$ cat config.mk
export PLATFORM = sky130hd
export DESIGN_NAME = alpha_control_top
export DESIGN_NICKNAME = d
export VERILOG_FILES = /design/src/source/alpha_pkg.sv /design/src/source/alpha_control_top.sv /design/src/source/legacy_serial_loader.sv /design/src/source/readout_sequencer.sv /design/src/source/bias_register_file.sv /design/src/source/button_pickoff.sv
export VERILOG_INCLUDE_DIRS = /design/src /design/src/include
export SDC_FILE = /design/constraint.sdc
export NUM_CORES = 1
export LEC_CHECK = 0
export ABC_AREA = 1
export BUFFER_PORTS_ARGS = -buffer_cell sky130_fd_sc_hd__buf_2
export CAP_MARGIN = 15
export CORE_UTILIZATION = 45
export CTS_BUF_LIST = sky130_fd_sc_hd__clkbuf_4
export CTS_CLUSTER_DIAMETER = 100
export CTS_CLUSTER_SIZE = 10
export DETAILED_ROUTE_END_ITERATION = 8
export GPL_TIMING_DRIVEN = 0
export SYNTH_ARGS = -nofsm -noshare
export SYNTH_HDL_FRONTEND = slang
export SYNTH_HIERARCHICAL = 1
export SYNTH_SLANG_ARGS = --single-unit
$ cat constraint.sdc
create_clock -name clock -period 1.85 [get_ports clock]
set_input_delay 0.37 -clock clock [delete_from_list [all_inputs] [get_ports clock]]
set_output_delay 0.37 -clock clock [all_outputs]
set_load 0.005 [all_outputs]
$ cat src/include/alpha_params.svh
`ifndef ALPHA_PARAMS_SVH
`define ALPHA_PARAMS_SVH

// readout timeline, in clock cycles
`define ALPHA_TIMING_CONSTANT 100 // one readout phase
`define ALPHA_ADC_CONVERSION_TIME 8192 // added to the convert phase

// legacy serial interface, in clock cycles
`define ALPHA_SERIAL_STEP 50 // sin to sclk spacing
`define ALPHA_SERIAL_WORD_WIDTH 16 // zeros, address, value

// button pipeline tap
// pipeline is one stage deeper than this index
`define ALPHA_BUTTON_PICKOFF 6

// bias words
`define ALPHA_BIAS_WIDTH 12
`define ALPHA_BIAS_DEFAULT_MSN 4'h8 // cmp, sb and db top nibble
`define ALPHA_BIAS_LOW_BYTE 8'h44 // shared by all four biases

// start buttons
// 0 readout, 1 serial load
`define ALPHA_NUM_BUTTONS 2

`endif
$ cat src/source/alpha_pkg.sv
`include "alpha_params.svh"

package alpha_pkg;

	// four bias values, in serial load order
	typedef struct packed {
		logic [`ALPHA_BIAS_WIDTH-1:0] cmp_bias;
		logic [`ALPHA_BIAS_WIDTH-1:0] isel;
		logic [`ALPHA_BIAS_WIDTH-1:0] sb_bias;
		logic [`ALPHA_BIAS_WIDTH-1:0] db_bias;
	} bias_words_t;

	// readout control levels to the chip
	typedef struct packed {
		logic dreset; // digital reset
		logic sync;
		logic token_a;
		logic trig;
	} readout_controls_t;

	// legacy serial lines
	typedef struct packed {
		logic sin; // data, MSB first
		logic sclk; // shift clock
		logic pclk; // parallel latch
	} serial_lines_t;

	// register address, also the word index
	typedef enum logic [1:0] {
		addr_cmp_bias = 2'd0,
		addr_isel = 2'd1,
		addr_sb_bias = 2'd2,
		addr_db_bias = 2'd3
	} bias_address_e;

	// readout timeline phases
	typedef enum logic [3:0] {
		phase_idle, // also the lead-in once armed
		phase_dreset,
		phase_dreset_gap,
		phase_sync,
		phase_sync_gap,
		phase_token,
		phase_token_gap,
		phase_trig,
		phase_convert, // long adc wait
		phase_token_final,
		phase_final_gap
	} readout_phase_e;

	// serial loader steps
	typedef enum logic [2:0] {
		step_idle,
		step_shift, // one bit per 3 steps
		step_latch_wait,
		step_latch, // pclk high
		step_next_word
	} serial_step_e;

endpackage

$ cat src/source/alpha_control_top.sv
`timescale 1ns/1ps
`include "alpha_params.svh"

// alpha test board control core
// button 0 runs the readout timeline, button 1 the serial bias load
module alpha_control_top (
	input  logic clock,
	input  logic reset,
	input  logic [`ALPHA_NUM_BUTTONS-1:0] button,
	input  logic [3:0] isel_select, // rotary selector
	input  logic trig_bottom_enable, // board switch
	output logic [3:0] led,
	output logic dreset,
	output logic sync,
	output logic token_a,
	output logic trig_top,
	output logic trig_bottom,
	output logic sin,
	output logic sclk_pin,
	output logic pclk_pin
);
	logic [`ALPHA_NUM_BUTTONS-1:0] start; // one pulse per press
	logic readout_start;
	logic load_start;
	alpha_pkg::bias_words_t bias_words;
	alpha_pkg::readout_controls_t controls;
	alpha_pkg::serial_lines_t lines;

	// one pickoff per button
	genvar i;
	generate
		for (i = 0; i < `ALPHA_NUM_BUTTONS; i++) begin : g_pickoff
			button_pickoff i_button_pickoff (
				.clock(clock),
				.reset(reset),
				.button(button[i]),
				.start(start[i])
			);
		end
	endgenerate

	assign readout_start = start[0];
	assign load_start = start[1];

	bias_register_file i_bias_register_file (
		.clock(clock),
		.reset(reset),
		.isel_select(isel_select),
		.bias_words(bias_words),
		.led(led)
	);

	readout_sequencer i_readout_sequencer (
		.clock(clock),
		.reset(reset),
		.readout_start(readout_start),
		.controls(controls)
	);

	legacy_serial_loader i_legacy_serial_loader (
		.clock(clock),
		.reset(reset),
		.load_start(load_start),
		.bias_words(bias_words),
		.lines(lines)
	);

	assign dreset = controls.dreset;
	assign sync = controls.sync;
	assign token_a = controls.token_a;
	assign trig_top = controls.trig;
	assign trig_bottom = controls.trig & trig_bottom_enable; // bottom copy gated by switch
	assign sin = lines.sin;
	// digital reset also pulses the serial clocks on the chip
	assign sclk_pin = lines.sclk | controls.dreset;
	assign pclk_pin = lines.pclk | controls.dreset;

endmodule

$ cat src/source/legacy_serial_loader.sv
`timescale 1ns/1ps
`include "alpha_params.svh"

// legacy serial load of the four bias registers
// per bit: sin, S later sclk rises, S later sclk falls, S later next sin
// per word: 16 bits MSB first, 2S wait, pclk high 11S, S wait
module legacy_serial_loader (
	input  logic clock,
	input  logic reset,
	input  logic load_start, // one cycle, restarts a running load
	input  alpha_pkg::bias_words_t bias_words,
	output alpha_pkg::serial_lines_t lines
);
	localparam int S = `ALPHA_SERIAL_STEP;
	localparam int WORD_WIDTH = `ALPHA_SERIAL_WORD_WIDTH;
	localparam int STEP_WIDTH = $clog2(11 * S + 1); // longest step is the latch
	localparam int BIT_WIDTH = $clog2(WORD_WIDTH);

	// step counter values at which each event fires
	localparam logic [STEP_WIDTH-1:0] SIN_AT = STEP_WIDTH'(S - 1);
	localparam logic [STEP_WIDTH-1:0] SCLK_RISE_AT = STEP_WIDTH'(2 * S - 1);
	localparam logic [STEP_WIDTH-1:0] SCLK_FALL_AT = STEP_WIDTH'(3 * S - 1);
	localparam logic [STEP_WIDTH-1:0] LATCH_WAIT_END = STEP_WIDTH'(2 * S - 1);
	localparam logic [STEP_WIDTH-1:0] LATCH_END = STEP_WIDTH'(11 * S - 1);
	localparam logic [STEP_WIDTH-1:0] NEXT_WORD_END = STEP_WIDTH'(S - 1);
	localparam logic [BIT_WIDTH-1:0] FIRST_BIT = BIT_WIDTH'(WORD_WIDTH - 1);

	alpha_pkg::serial_step_e step;
	logic [STEP_WIDTH-1:0] count;
	logic [BIT_WIDTH-1:0] bit_index; // counts down, MSB first
	alpha_pkg::bias_address_e word_index;
	logic [`ALPHA_BIAS_WIDTH-1:0] bias_value;
	logic [WORD_WIDTH-1:0] word;

	// pick the value for the word being shifted
	always_comb begin
		case (word_index)
			alpha_pkg::addr_cmp_bias: bias_value = bias_words.cmp_bias;
			alpha_pkg::addr_isel: bias_value = bias_words.isel;
			alpha_pkg::addr_sb_bias: bias_value = bias_words.sb_bias;
			default: bias_value = bias_words.db_bias;
		endcase
	end

	assign word = {2'b00, word_index, bias_value}; // zeros, address, value

	always_ff @(posedge clock) begin
		if (reset) begin
			step <= alpha_pkg::step_idle;
			count <= '0;
			bit_index <= FIRST_BIT;
			word_index <= alpha_pkg::addr_cmp_bias;
			lines <= '0;
		end else if (load_start) begin
			// fresh load from word 0, lines low
			step <= alpha_pkg::step_shift;
			count <= '0;
			bit_index <= FIRST_BIT;
			word_index <= alpha_pkg::addr_cmp_bias;
			lines <= '0;
		end else begin
			if (step != alpha_pkg::step_idle) begin
				count <= count + 1'b1; // overridden at step boundaries
			end
			case (step)
				alpha_pkg::step_shift: begin
					if (count == SIN_AT) begin
						lines.sin <= word[bit_index];
					end else if (count == SCLK_RISE_AT) begin
						lines.sclk <= 1'b1; // chip samples sin here
					end else if (count == SCLK_FALL_AT) begin
						lines.sclk <= 1'b0;
						count <= '0;
						if (bit_index == '0) begin
							step <= alpha_pkg::step_latch_wait; // word fully shifted
						end else begin
							bit_index <= bit_index - 1'b1;
						end
					end
				end
				alpha_pkg::step_latch_wait: begin
					if (count == LATCH_WAIT_END) begin
						lines.pclk <= 1'b1;
						step <= alpha_pkg::step_latch;
						count <= '0;
					end
				end
				alpha_pkg::step_latch: begin
					if (count == LATCH_END) begin
						lines.pclk <= 1'b0; // register takes the word
						step <= alpha_pkg::step_next_word;
						count <= '0;
					end
				end
				alpha_pkg::step_next_word: begin
					if (count == NEXT_WORD_END) begin
						count <= '0;
						lines.sin <= 1'b0;
						if (word_index == alpha_pkg::addr_db_bias) begin
							step <= alpha_pkg::step_idle; // last word loaded
						end else begin
							word_index <= alpha_pkg::bias_address_e'(word_index + 2'd1);
							bit_index <= FIRST_BIT;
							step <= alpha_pkg::step_shift;
						end
					end
				end
				default: begin
					count <= '0; // idle, nothing running
				end
			endcase
		end
	end

endmodule

$ cat src/source/readout_sequencer.sv
`timescale 1ns/1ps
`include "alpha_params.svh"

// readout timeline
// lead-in, dreset, sync, token, trig, conversion wait, final token
// every phase is T cycles long except convert
module readout_sequencer (
	input  logic clock,
	input  logic reset,
	input  logic readout_start, // one cycle, restarts a running timeline
	output alpha_pkg::readout_controls_t controls
);
	localparam int T = `ALPHA_TIMING_CONSTANT;
	localparam int CONVERT_LENGTH = `ALPHA_TIMING_CONSTANT + `ALPHA_ADC_CONVERSION_TIME;
	localparam int COUNT_WIDTH = $clog2(CONVERT_LENGTH + 1);

	alpha_pkg::readout_phase_e phase;
	alpha_pkg::readout_phase_e phase_next;
	logic [COUNT_WIDTH-1:0] count; // cycles spent in the current phase
	logic [COUNT_WIDTH-1:0] count_next;
	logic [COUNT_WIDTH-1:0] last_count;
	logic armed; // idle is running its lead-in
	logic armed_next;

	// output levels held during each phase
	function automatic alpha_pkg::readout_controls_t decode(input alpha_pkg::readout_phase_e p);
		alpha_pkg::readout_controls_t c;
		c = '0;
		case (p)
			alpha_pkg::phase_dreset: c.dreset = 1'b1;
			alpha_pkg::phase_sync: c.sync = 1'b1;
			alpha_pkg::phase_token: c.token_a = 1'b1;
			alpha_pkg::phase_trig: c.trig = 1'b1;
			alpha_pkg::phase_token_final: c.token_a = 1'b1; // second token after conversion
			default: c = '0;
		endcase
		return c;
	endfunction

	// convert is the only long phase
	assign last_count = (phase == alpha_pkg::phase_convert) ?
		COUNT_WIDTH'(CONVERT_LENGTH - 1) : COUNT_WIDTH'(T - 1);

	always_comb begin
		phase_next = phase;
		count_next = count;
		armed_next = armed;
		if (readout_start) begin
			// back to the start of the lead-in, outputs drop
			phase_next = alpha_pkg::phase_idle;
			count_next = '0;
			armed_next = 1'b1;
		end else if (armed || (phase != alpha_pkg::phase_idle)) begin
			if (count == last_count) begin
				count_next = '0;
				case (phase)
					alpha_pkg::phase_idle: begin
						phase_next = alpha_pkg::phase_dreset; // lead-in over
						armed_next = 1'b0;
					end
					alpha_pkg::phase_dreset: phase_next = alpha_pkg::phase_dreset_gap;
					alpha_pkg::phase_dreset_gap: phase_next = alpha_pkg::phase_sync;
					alpha_pkg::phase_sync: phase_next = alpha_pkg::phase_sync_gap;
					alpha_pkg::phase_sync_gap: phase_next = alpha_pkg::phase_token;
					alpha_pkg::phase_token: phase_next = alpha_pkg::phase_token_gap;
					alpha_pkg::phase_token_gap: phase_next = alpha_pkg::phase_trig;
					alpha_pkg::phase_trig: phase_next = alpha_pkg::phase_convert;
					alpha_pkg::phase_convert: phase_next = alpha_pkg::phase_token_final;
					alpha_pkg::phase_token_final: phase_next = alpha_pkg::phase_final_gap;
					default: phase_next = alpha_pkg::phase_idle; // final gap done
				endcase
			end else begin
				count_next = count + 1'b1;
			end
		end
	end

	// outputs change on the same edge as the phase
	always_ff @(posedge clock) begin
		if (reset) begin
			phase <= alpha_pkg::phase_idle;
			count <= '0;
			armed <= 1'b0;
			controls <= '0;
		end else begin
			phase <= phase_next;
			count <= count_next;
			armed <= armed_next;
			controls <= decode(phase_next);
		end
	end

endmodule

$ cat src/source/bias_register_file.sv
`timescale 1ns/1ps
`include "alpha_params.svh"

// bias values for the serial loader
// isel top nibble comes from the rotary selector, rest is fixed
module bias_register_file (
	input  logic clock,
	input  logic reset,
	input  logic [3:0] isel_select, // rotary selector, board pins
	output alpha_pkg::bias_words_t bias_words,
	output logic [3:0] led
);
	logic [3:0] isel_nibble; // registered selector

	// selector is sampled every clock, no debounce
	always_ff @(posedge clock) begin
		if (reset) begin
			isel_nibble <= 4'h0;
		end else begin
			isel_nibble <= isel_select;
		end
	end

	// value = top nibble then low byte
	always_comb begin
		bias_words.cmp_bias = {`ALPHA_BIAS_DEFAULT_MSN, `ALPHA_BIAS_LOW_BYTE};
		bias_words.isel = {isel_nibble, `ALPHA_BIAS_LOW_BYTE}; // tunable one
		bias_words.sb_bias = {`ALPHA_BIAS_DEFAULT_MSN, `ALPHA_BIAS_LOW_BYTE};
		bias_words.db_bias = {`ALPHA_BIAS_DEFAULT_MSN, `ALPHA_BIAS_LOW_BYTE};
	end

	assign led = isel_nibble; // operator sees the loaded nibble

endmodule

$ cat src/source/button_pickoff.sv
`timescale 1ns/1ps
`include "alpha_params.svh"

// button press to single-cycle start pulse
// pipeline depth gives a crude settle time before the edge is taken
module button_pickoff (
	input  logic clock,
	input  logic reset,
	input  logic button,
	output logic start
);
	localparam int PICKOFF = `ALPHA_BUTTON_PICKOFF;

	logic [PICKOFF:0] pipeline; // bit 0 newest, bit PICKOFF oldest

	always_ff @(posedge clock) begin
		if (reset) begin
			pipeline <= '0;
			start <= 1'b0;
		end else begin
			pipeline <= {pipeline[PICKOFF-1:0], button}; // shift toward the tap
			// low in the oldest stage, high in the next one
			// so only a rising press fires, never a release
			start <= (pipeline[PICKOFF:PICKOFF-1] == 2'b01);
		end
	end

endmodule

# Yosys cells after proc, flatten, opt, wreduce, memory -nomap -nowiden
# Index checks and enable logic that the tools add are counted.
# totals
reg_bits	65
latchBits	0
ram_bits	0
rom_bits	0
output_inout_bits	12
memories	0
# classes
n_addsub	4
mul	0
div_mod_pow	0
order_cmp	1
eq_ne	44
shifts	0
mux	50
n_bitwise	5
n_reduce_logical	24
# ops
op	count
two-way mux 10 bit	7
one-hot mux 10 bit (4 select lines)	1
one-hot mux 4 bit (10 select lines)	1
two-way mux 4 bit	9
two-way mux 14 bit	2
== test 4 x 3 -> 1 bit (second input constant)	6
two-way mux 3 bit	7
two-way mux 1 bit	17
AND reduction 8 bit	2
inequality test 3 x 2 -> 1 bit (second input constant)	5
AND reduction 3 bit	5
adder 14 x 1 -> 14 bit (second input constant)	1
== test 14 bit	1
== test 4 x 2 -> 1 bit (second input constant)	3
== test 4 bit (second input constant)	3
two-way mux 12 bit	1
inequality test 2 x 1 -> 1 bit (second input constant)	6
one-hot mux 3 bit (4 select lines)	1
nonzero test 2 bit	6
adder 10 x 1 -> 10 bit (second input constant)	1
== test 10 bit (second input constant)	1
== test 10 x 6 -> 1 bit (second input constant)	1
== test 10 x 7 -> 1 bit (second input constant)	1
== test 10 x 8 -> 1 bit (second input constant)	1
other kinds (24)	39

# Longest topological paths before layout
# Gate-level depths: netlist of run 1.
# depth
word_depth	9
ltp_mapped	13

# Hierarchy
# Netlist of run 1, hierarchy kept.
# modules_own_cells
mod	instances	cells_per_inst	area_per_inst_um2
legacy_serial_loader	1	317	1873.0
readout_sequencer	1	192	1316.3
bias_register_file	1	62	478.0
button_pickoff	2	24	222.7
alpha_control_top	1	7	26.3

# Worst setup path before layout of run 1
# OpenSTA, ideal clock, no wires.
# synth_path
path_type	register -> register
start	register i_legacy_serial_loader.word_index[0]
end	register, netlist name i_legacy_serial_loader/lines[2]
setup_ns	0.121
arrival_ns	1.481
setup_slack_ns	0.248
path_stages_with_launch	12
path_buffers	2
period_less_slack_ns	1.602
path_cell_list	dfxtp_1 > ha_1 > buf_2 > inv_1 > buf_2 > nand2_1 > o21ai_0 > nand3_1 > nand3_1 > nand3_1 > nand3_1 > a21oi_1
# synth_between
elab_chain_cells	6
# synth_lines
item	line	text
start, declared	legacy_serial_loader.sv:31	alpha_pkg::bias_address_e word_index;
start signal, assigned	legacy_serial_loader.sv:52	word_index <= alpha_pkg::addr_cmp_bias;
start signal, assigned	legacy_serial_loader.sv:59	word_index <= alpha_pkg::addr_cmp_bias;
start signal, assigned	legacy_serial_loader.sv:102	word_index <= alpha_pkg::bias_address_e'(word_index + 2'd1);
== test 2 x 1 -> 1 bit	legacy_serial_loader.sv:37	case (word_index)
two-way mux 12 bit	legacy_serial_loader.sv:37	
binary-select mux 1 bit (select 4 bit) *	legacy_serial_loader.sv:68	lines.sin <= word[bit_index];
two-way mux 1 bit (implied by the code) *	legacy_serial_loader.sv:68	
two-way mux 1 bit *	legacy_serial_loader.sv:67	if (count == SIN_AT) begin
one-hot mux 1 bit (2 select lines) *	legacy_serial_loader.sv:65	case (step)
# Every way passes the cells marked *; elsewhere a longest branch is shown, timed or not. The select of a mux whose other input is x is not followed.
# A chain may end at the register's enable or synchronous reset.

# Final worst setup path of run 1
# layout_path
start	register i_legacy_serial_loader.word_index[0]
end	register, netlist name i_legacy_serial_loader/lines[2]
# layout_between
elab_chain_cells	6
# layout_lines
item	line
== test 2 x 1 -> 1 bit	legacy_serial_loader.sv:37
two-way mux 12 bit	legacy_serial_loader.sv:37
binary-select mux 1 bit (select 4 bit) *	legacy_serial_loader.sv:68
two-way mux 1 bit (implied by the code) *	legacy_serial_loader.sv:68
two-way mux 1 bit *	legacy_serial_loader.sv:67
one-hot mux 1 bit (2 select lines) *	legacy_serial_loader.sv:65
# Marks and branches as above.

==> summary.txt, run 1 <==
status: completed
layout cells sized above 1: 23.4%
Post-synth top cells: nand2_1 (139), nor2_1 (82), inv_1 (78)
core footprint: 8810 µm²
Final Cycle Share: 92.8%
P&R area growth vs syn: 16.2%
Hold Vio Cnt, Final: 0
clk buf depth: 2
Layout Utilization: 54.6%
Pre-antenna DRT Iters: 4
Hold WS: 146 ps
H-Tree Depth: 3
top post-synthesis cells by area: dfxtp_1 (31%), nand2_1 (13%), buf_4 (8.7%)
HP Class: primary input to flop
Worst EP arrival: 2020 ps
crit path kind: flop to flop
post-route insts no fill: 818
top_reg_cell synth: dfxtp_1
vias in the first global route: 3336
Leak: 2.36 nW
register area share after synthesis: 31.4%
die area: 9590 µm²
CTS tree: built
starting density of the core: 47.0%
final wirelength: 8100 µm
unrepaired setup endpoints after global routing: false
Final Wtd Congestion: 0.857
Synth Instances: 626
input/output buffers: 20
wire per inst: 9.90 µm
Detail Route Antenna Nets: 0
synthesized area: 4140 µm²
ys async rst share: 0%
sinks on the clock net: 65
hpwl dp: 5990 µm
pwr dens: 631 nW/µm²
endpoints failing setup: 0
Clock Root Buffer: clkbuf_4
top-count cell post-synth: nand2_1
DR vias: 3691
EDFF count, synth: 0
Final Max Slew Viols: 0
Die Ht: 97.9 µm
Row Count: 34
Power, Total: 3.03 mW
area occupied by multi-input gates: 2290 µm²
Worst Hold Depth: 3
Peak VDD IR: 422 µV
WP data required: 2150 ps
cell taking the most area after synthesis: dfxtp_1
first-pass GRT wire length: 14200 µm
Total GRT Usage: 18.1%
Critical Path Fanout Max: 10
Initial DRC Count: 99
Yosys top cell area share: 31.4%
initial antenna violation count: 0
FF+latch count, synth: 65
Ys Warns: 6
FF/Latch Area: 1310 µm²
DRC viols: 0
CTS Hold Buffers Added: 0
Nets: 722
Clock transition at path regs: 120 ps
Ant. Diodes: 0
post-layout minimum cycle time: 1720 ps
max_cap viols: 0
Setup crit start kind: flop
Max Freq: 0.583 GHz
Unique masters post-synth: 38
Worst setup EP type: flop
Num CTS Buffers: 9
cells on worst reg2reg path: 11
Die Wd: 97.9 µm
clock insertion delay at the later pin of the skew report: 410 ps
syn_area_per_cell: 6.61 µm²
# placed instances: 796
fill count: 910
largest net degree at the start of global routing: 27
remaining global-route overflow: 0
# IOs: 21
Clock Skews: 16.1 ps
Via density: 4.51
==> timing repair <==
action | CTS | global route
pin swaps | 0 | 4
cloned | 0 | 1
endpoints found under the setup margin | 1 | 20
buffers inserted | 0 | 5
gates resized for setup | 2 | 23
==> state kept, by name, indices dropped and copies added (netlist names) <==
| name | count |
|---|---|
| i_readout_sequencer/armed | 1 |
| i_bias_register_file/led | 4 |
| i_readout_sequencer/controls | 4 |
| g_pickoff.i_button_pickoff/start | 2 |
| i_legacy_serial_loader/word_index | 2 |
| i_readout_sequencer/count | 14 |
| i_legacy_serial_loader/lines | 3 |
| i_legacy_serial_loader/count | 10 |
| i_legacy_serial_loader/step | 3 |
| i_legacy_serial_loader/bit_index | 4 |
| g_pickoff.i_button_pickoff/pipeline | 14 |
| i_readout_sequencer/phase | 4 |
==> final timing paths <==
kind                                             start                                        end  slack [ps]
max reg2reg       i_legacy_serial_loader/word_index[0]            i_legacy_serial_loader/lines[2]         130
max               i_legacy_serial_loader/word_index[0]            i_legacy_serial_loader/lines[2]         130
min reg2reg  g_pickoff[1].i_button_pickoff/pipeline[6]        g_pickoff[1].i_button_pickoff/start         390
min                                          button[0]  g_pickoff[0].i_button_pickoff/pipeline[0]         150
==> metal layers <==
layer	routed length, µm	GRT usage (%)
met4	59	6.18
met1	3930	22.0
met3	210	4.44
met2	3900	31.1
met5	0	0
==> logic make-up after synthesis <==
| family | Yosys count | share of synthesized area, % |
|---|---|---|
| buffers and inverters | 149 | 18.2 |
| AOI/OAI and AO/OA | 52 | 7.10 |
| adders and majority gates | 8 | 2.42 |
| and+or+nand+nor | 340 | 38.5 |
| xor gates and xnor gates | 10 | 2.12 |
| DFF | 65 | 31.4 |
| other | 2 | 0.181 |
==> through the flow <==
| step | TNS [ps] | setup WS [ps] | cell area, µm² |
|---|---|---|---|
| after floorplan | 0 | 248 | 4300 |
| after global placement | -56.5 | -56.5 | 4530 |
| after detailed placement | -89.7 | -72.8 | 4530 |
| after CTS | 0 | 10.3 | 4700 |
| after global routing | 0 | 1.05 | 4810 |
| final | 0 | 134 | 4810 |
==> worst max-delay path, stage by stage, from the launching register on <==
cell and delay (ps):
dfxtp_2 360, ha_1 180, buf_2 190, inv_2 100, buf_6 140, nand2_1 50, o21ai_0 180, nand3_1 90
nand3_1 100, nand3_1 90, nand3_1 70, a21oi_1 60
==> layout by cell type (no fill, tap or decap), drive strengths merged <==
cell type	count
a21boi	1
nor2	95
clkinv	2
or2	2
dfxtp	65
bufinv	2
nand2	154
nor3	14
nand4	9
nand3	62
inv	95
buf	79
nand3b	3
clkinvlp	2
a21oi	23
conb	44
a211oi	2
ha	8
xor2	10
o211ai	3
clkbuf	10
nor4	2
o21ai	23
==> report_power, final <==
part           internal [mW]  leakage [nW]  total (mW)  switching, mW
combinational          0.199          1.74       0.463          0.264
sequential              1.43         0.529        1.45         0.0223
clock                  0.559        0.0831        1.12          0.559
total                   2.19          2.36        3.03          0.846
==> final cells by class <==
class / instances / area share (%)
multi-input cells: 455 / 47.7
flip-flops and latches: 65 / 27.2
plain buffers: 55 / 8.58
inverters: 94 / 7.34
repair buffers: 25 / 2.86
well taps: 108 / 2.81
clock inverters: 7 / 2.11
clock buffers: 9 / 1.40
(Power assumes the default switching activity.)
==> run 2: changes to the inputs <==
Settings changed: HOLD_SLACK_MARGIN set to 0.06.
Clock period 1.85 ns to 1.9 ns, I/O delays scaled along.
==> summary.txt, run 2 (synthesis results as in run 1) <==
layout cells sized above 1: 22.4%
core footprint: 8810 µm²
crit path kind: flop to flop
worst r2r dst: i_legacy_serial_loader/lines[2]
Die Ht: 97.9 µm
final wirelength: 8080 µm
crit-path max cell delay: 360 ps
largest net degree at the start of global routing: 27
unrepaired setup endpoints after global routing: true
clock insertion delay at the later pin of the skew report: 410 ps
critical path, cell by cell: ha_1 > buf_2 > inv_1 > buf_6 > nand2_1 > o21ai_0 > nand3_1 > nand3_1 > nand3_1 > nand3_1 > a21oi_1
cells on worst reg2reg path: 11
Nets: 721
P&R area growth vs syn: 15.5%
Setup crit start kind: flop
Die Wd: 97.9 µm
Worst R2R Start: i_legacy_serial_loader/word_index[0]
Hold Vio Cnt, Final: 0
DRC viols: 0
Final Cycle Share: 93.0%
initial antenna violation count: 0
Final Wtd Congestion: 0.857
CTS tree: built
wire per inst: 9.89 µm
clk buf depth: 2
Worst EP arrival: 2070 ps
fill count: 912
status: completed
most frequent CP cell: nand3_1
register-to-register setup slack: 130 ps
Final Max Slew Viols: 0
hold_sp: button[0]
Pre-antenna DRT Iters: 4
WP data required: 2200 ps
Power, Total: 2.94 mW
# IOs: 21
H-Tree Depth: 3
Total GRT Usage: 18.1%
Least-Margin Pin Slew: 496 ps
Initial DRC Count: 86
commonest non-fill, non-tap cell in the layout: nand2_1
Hold Path End: g_pickoff[0].i_button_pickoff/pipeline[0]
Clock transition at path regs: 120 ps
Clock Root Buffer: clkbuf_4
input/output buffers: 20
Clock Skews: 19.1 ps
die area: 9590 µm²
Critical Path Fanout Max: 10
CTS Hold Buffers Added: 0
Rel. slew slack: 66.8%
Num CTS Buffers: 9
most frequent cells in the layout: nand2_1 (138), nor2_1 (82), inv_1 (78)
pwr dens: 615 nW/µm²
Hold WS: 153 ps
first-pass GRT wire length: 14200 µm
remaining global-route overflow: 0
HP Class: primary input to flop
Via density: 4.51
FF/Latch Area: 1300 µm²
Worst setup EP type: flop
vias in the first global route: 3336
endpoints failing setup: 0
Leak: 2.35 nW
max_cap viols: 0
hpwl dp: 5990 µm
Row Count: 34
Peak VDD IR: 411 µV
starting density of the core: 47.0%
Ant. Diodes: 0
Max Freq: 0.566 GHz
Worst Setup SP: i_legacy_serial_loader/word_index[0]
area occupied by multi-input gates: 2280 µm²
Worst Hold Depth: 3
Detail Route Antenna Nets: 0
CP max-delay cell: dfxtp_2
Largest regs: g_pickoff.i_button_pickoff/pipeline x14, i_readout_sequencer/count x14, i_legacy_serial_loader/count x10
sinks on the clock net: 65
post-layout minimum cycle time: 1770 ps
DR vias: 3684
[run 2: layout make-up]
cell class              count  share of cell area [%]
clock inverters             7                    2.12
inverters                  94                    7.38
well taps                 108                    2.83
multi-input cells         455                    47.7
flip-flops and latches     65                    27.3
repair buffers             24                    2.72
plain buffers              55                    8.59
clock buffers               9                    1.41
[run 2: per-layer routing]
layer | part of all wire [%] | track usage, % | routed length (µm) | vias to the layer above
met5 | 0 | 0 | 0 | -
met4 | 0.75 | 6.18 | 61 | 0
met3 | 3.4 | 4.44 | 271 | 5
met2 | 48 | 31.1 | 3860 | 45
met1 | 48 | 22.0 | 3890 | 1605
li1 | - | - | - | 2029
[run 2: critical path: cells and delay by family (launching register included)]
kind                       cells  cell delay (ps)
adders and majority gates      1              180
DFF                            1              360
AOI/OAI and AO/OA              2              240
buffers and inverters          3              490
and+or+nand+nor                5              400
[run 2: what timing repair did]
item / CTS / global route
pin swaps: 0 / 3
endpoints found under the setup margin: 1 / 18
gates cloned: 0 / 1
buffers inserted: 0 / 4
gates resized for setup: 1 / 14
[run 2: where the power goes]
group          internal (mW)  total (mW)  switching [mW]
logic                  0.191       0.434           0.244
registers               1.39        1.41          0.0217
clock network          0.544        1.09           0.548
total                   2.13        2.94           0.813
[run 2: how the worst max path moves through the flow]
stage                                           end  depth (start not counted)
floorplan           i_legacy_serial_loader/lines[2]                         11
global placement    i_legacy_serial_loader/lines[2]                         11
detailed placement  i_legacy_serial_loader/lines[2]                         11
CTS                 i_legacy_serial_loader/lines[2]                         11
global route        i_legacy_serial_loader/count[0]                         11
finish              i_legacy_serial_loader/lines[2]                         11
[run 2: through the flow]
step / cell area [µm²] / util [%] / setup slack, ps / setup TNS (ps) / cells
2_1_floorplan: 4300 / - / 298 / 0 / 668
4_1_cts: 4700 / 53.4 / 31.3 / 0 / 812
3_5_place_dp: 4530 / 51.5 / -22.8 / -22.8 / 796
6_report: 4780 / 54.3 / 134 / 0 / 817
5_1_grt: 4780 / 54.3 / -9.97 / -31.1 / 817
3_3_place_gp: 4530 / 51.5 / -6.53 / -6.53 / 796
==> run 3: changes to the inputs <==
Settings changed: SYNTH_HIERARCHICAL 1 to not set.
==> summary.txt, run 3 <==
setup_tns: 0 ps
Syn Nets: 513
Die Wd: 88.4 µm
top-count cell post-synth: nand2_1
hpwl dp: 5080 µm
die area: 7810 µm²
Pre-antenna DRT Iters: 4
Worst setup EP type: flop
syn_area_per_cell: 6.75 µm²
Hold WS: 157 ps
dpl ws: 51.3 ps
Ant. Diodes: 0
P&R area growth vs syn: 12.4%
Max Freq: 0.575 GHz
Nets: 545
commonest non-fill, non-tap cell in the layout: nand2_1
Unique masters post-synth: 34
Layout Utilization: 52.3%
pwr dens: 901 nW/µm²
Worst R2R Start: g_pickoff[1].i_button_pickoff.start
fill count: 764
FF/Latch Area: 1300 µm²
top_reg_cell synth: dfxtp_1
input/output buffers: 19
Num CTS Buffers: 9
clk buf depth: 2
combinational power share: 22.0%
Final Wtd Congestion: 0.900
cell taking the most area after synthesis: dfxtp_1
wire per inst: 10.7 µm
Hold Path End: g_pickoff[0].i_button_pickoff.pipeline[0]
Peak VDD IR: 625 µV
# placed instances: 615
first-pass GRT wire length: 11400 µm
Die Ht: 88.4 µm
Clock transition at path regs: 120 ps
Largest regs: g_pickoff.i_button_pickoff.pipeline x14, i_readout_sequencer.count x14, i_legacy_serial_loader.count x10
DR vias: 2992
post-route insts no fill: 633
Synth Instances: 497
hold_sp: button[0]
Setup crit start kind: flop
ys async rst share: 0%
vias in the first global route: 2594
max_cap viols: 0
Clock power frac: 32.7%
register-to-register setup slack: 160 ps
Final WS setup: 160 ps
P_int: 2.27 mW
WP data required: 2250 ps
synthesized area: 3360 µm²
clock insertion delay at the later pin of the skew report: 410 ps
Flop pwr share: 45.2%
Detail Route Antenna Nets: 0
Yosys top cell area share: 38.8%
crit path kind: flop to flop
Worst EP arrival: 2090 ps
status: completed
sinks on the clock net: 65
final wirelength: 6800 µm
endpoints failing setup: 0
Clock Root Buffer: clkbuf_4
Psw: 1.13 mW
Rel. slew slack: 69.4%
Total GRT Usage: 18.9%
Ys Warns: 0
most frequent cells in the layout: nand2_1 (104), nor2_1 (84), inv_1 (70)
Final Max Slew Viols: 0
cells on worst reg2reg path: 6
core footprint: 7210 µm²
worst r2r dst: i_legacy_serial_loader.count[3]
Critical Path Fanout Max: 10
Least-Margin Pin Slew: 459 ps
post-layout minimum cycle time: 1740 ps
largest net degree at the start of global routing: 14
Final Cycle Share: 91.6%
remaining global-route overflow: 0
FF+latch count, synth: 65
HP Class: primary input to flop
DRC viols: 0
CTS Hold Buffers Added: 0
CTS tree: built
Sw Share: 33.3%
Clock Skews: 9.40 ps
initial antenna violation count: 0
starting density of the core: 46.5%
Post-synth top cells: nand2_1 (104), nor2_1 (86), inv_1 (70)
Initial DRC Count: 89
Leak: 1.70 nW
EDFF count, synth: 0
layout cells sized above 1: 15.0%
register area share after synthesis: 38.8%
Row Count: 31
top post-synthesis cells by area: dfxtp_1 (39%), nand2_1 (12%), nor2_1 (9.6%)
H-Tree Depth: 3
Hold Vio Cnt, Final: 0
Via density: 4.73
Worst Hold Depth: 3
# IOs: 21
area occupied by multi-input gates: 1750 µm²
==> run 3: worst max-delay path by stage <==
stage | from | endpoint | slack, ps | cells past startpoint
floorplan | i_legacy_serial_loader.count[0] | i_legacy_serial_loader.count[6] | 400 | 8
global placement | i_legacy_serial_loader.count[0] | i_legacy_serial_loader.count[7] | 60 | 8
detailed placement | i_legacy_serial_loader.count[0] | i_legacy_serial_loader.count[6] | 50 | 8
CTS | i_legacy_serial_loader.count[0] | i_legacy_serial_loader.count[7] | 30 | 8
global route | g_pickoff[1].i_button_pickoff.start | i_legacy_serial_loader.count[2] | -8 | 6
finish | g_pickoff[1].i_button_pickoff.start | i_legacy_serial_loader.count[3] | 160 | 6
==> run 3: power by group through the flow <==
stage	logic [mW]	registers (mW)	clock network (mW)
after global placement	0.712	1.56	0
final	0.749	1.54	1.11
after global routing	0.865	1.55	1.21
after detailed placement	0.725	1.57	0
after floorplan	0.592	1.54	0
after CTS	0.726	1.54	1.16
==> run 3: per-stage QoR <==
step           instance area [µm²]  power, mW
2_1_floorplan                 3360       2.13
3_3_place_gp                  3570       2.28
3_5_place_dp                  3570       2.29
4_1_cts                       3740       3.42
5_1_grt                       3770       3.62
6_report                      3770       3.40
==> run 3: critical path, stage by stage, from the launching register on <==
cell and delay (ps):
dfxtp_1 380, nor2_2 410, inv_1 170, nor3_1 340, o21ai_4 100, buf_4 170, nor3_1 120
==> run 3: per-layer routing <==
layer	global-route usage, %	part of all wire (%)	up-vias
met5	0	0	-
met4	6.16	1.1	0
met3	5.32	3.1	6
met2	30.7	47	29
met1	24.3	48	1327
li1	-	-	1630
==> run 3: cell families (layout without fill, tap and decap cells) <==
group,after synthesis,in the layout,share of synthesized area (%)
buffers and inverters,82,119,9.51
and+or+nand+nor,298,298,40.6
AOI/OAI and AO/OA,36,36,6.19
xor gates and xnor gates,9,9,2.35
DFF,65,65,38.8
adders and majority gates,7,7,2.61
==> run 3: cell type report <==
cell class / count / share of cell area, %
multi-input cells: 350 / 46.3
well taps: 99 / 3.28
clock inverters: 7 / 2.72
clock buffers: 9 / 1.79
inverters: 76 / 7.56
flip-flops and latches: 65 / 34.5
repair buffers: 21 / 2.92
plain buffers: 6 / 0.896
==> run 3: repair_timing <==
action,4_1_cts,5_1_grt
resized for setup,0,3
setup buffers,0,2
hold endpoints to repair,0,0
setup endpoints to repair,0,13
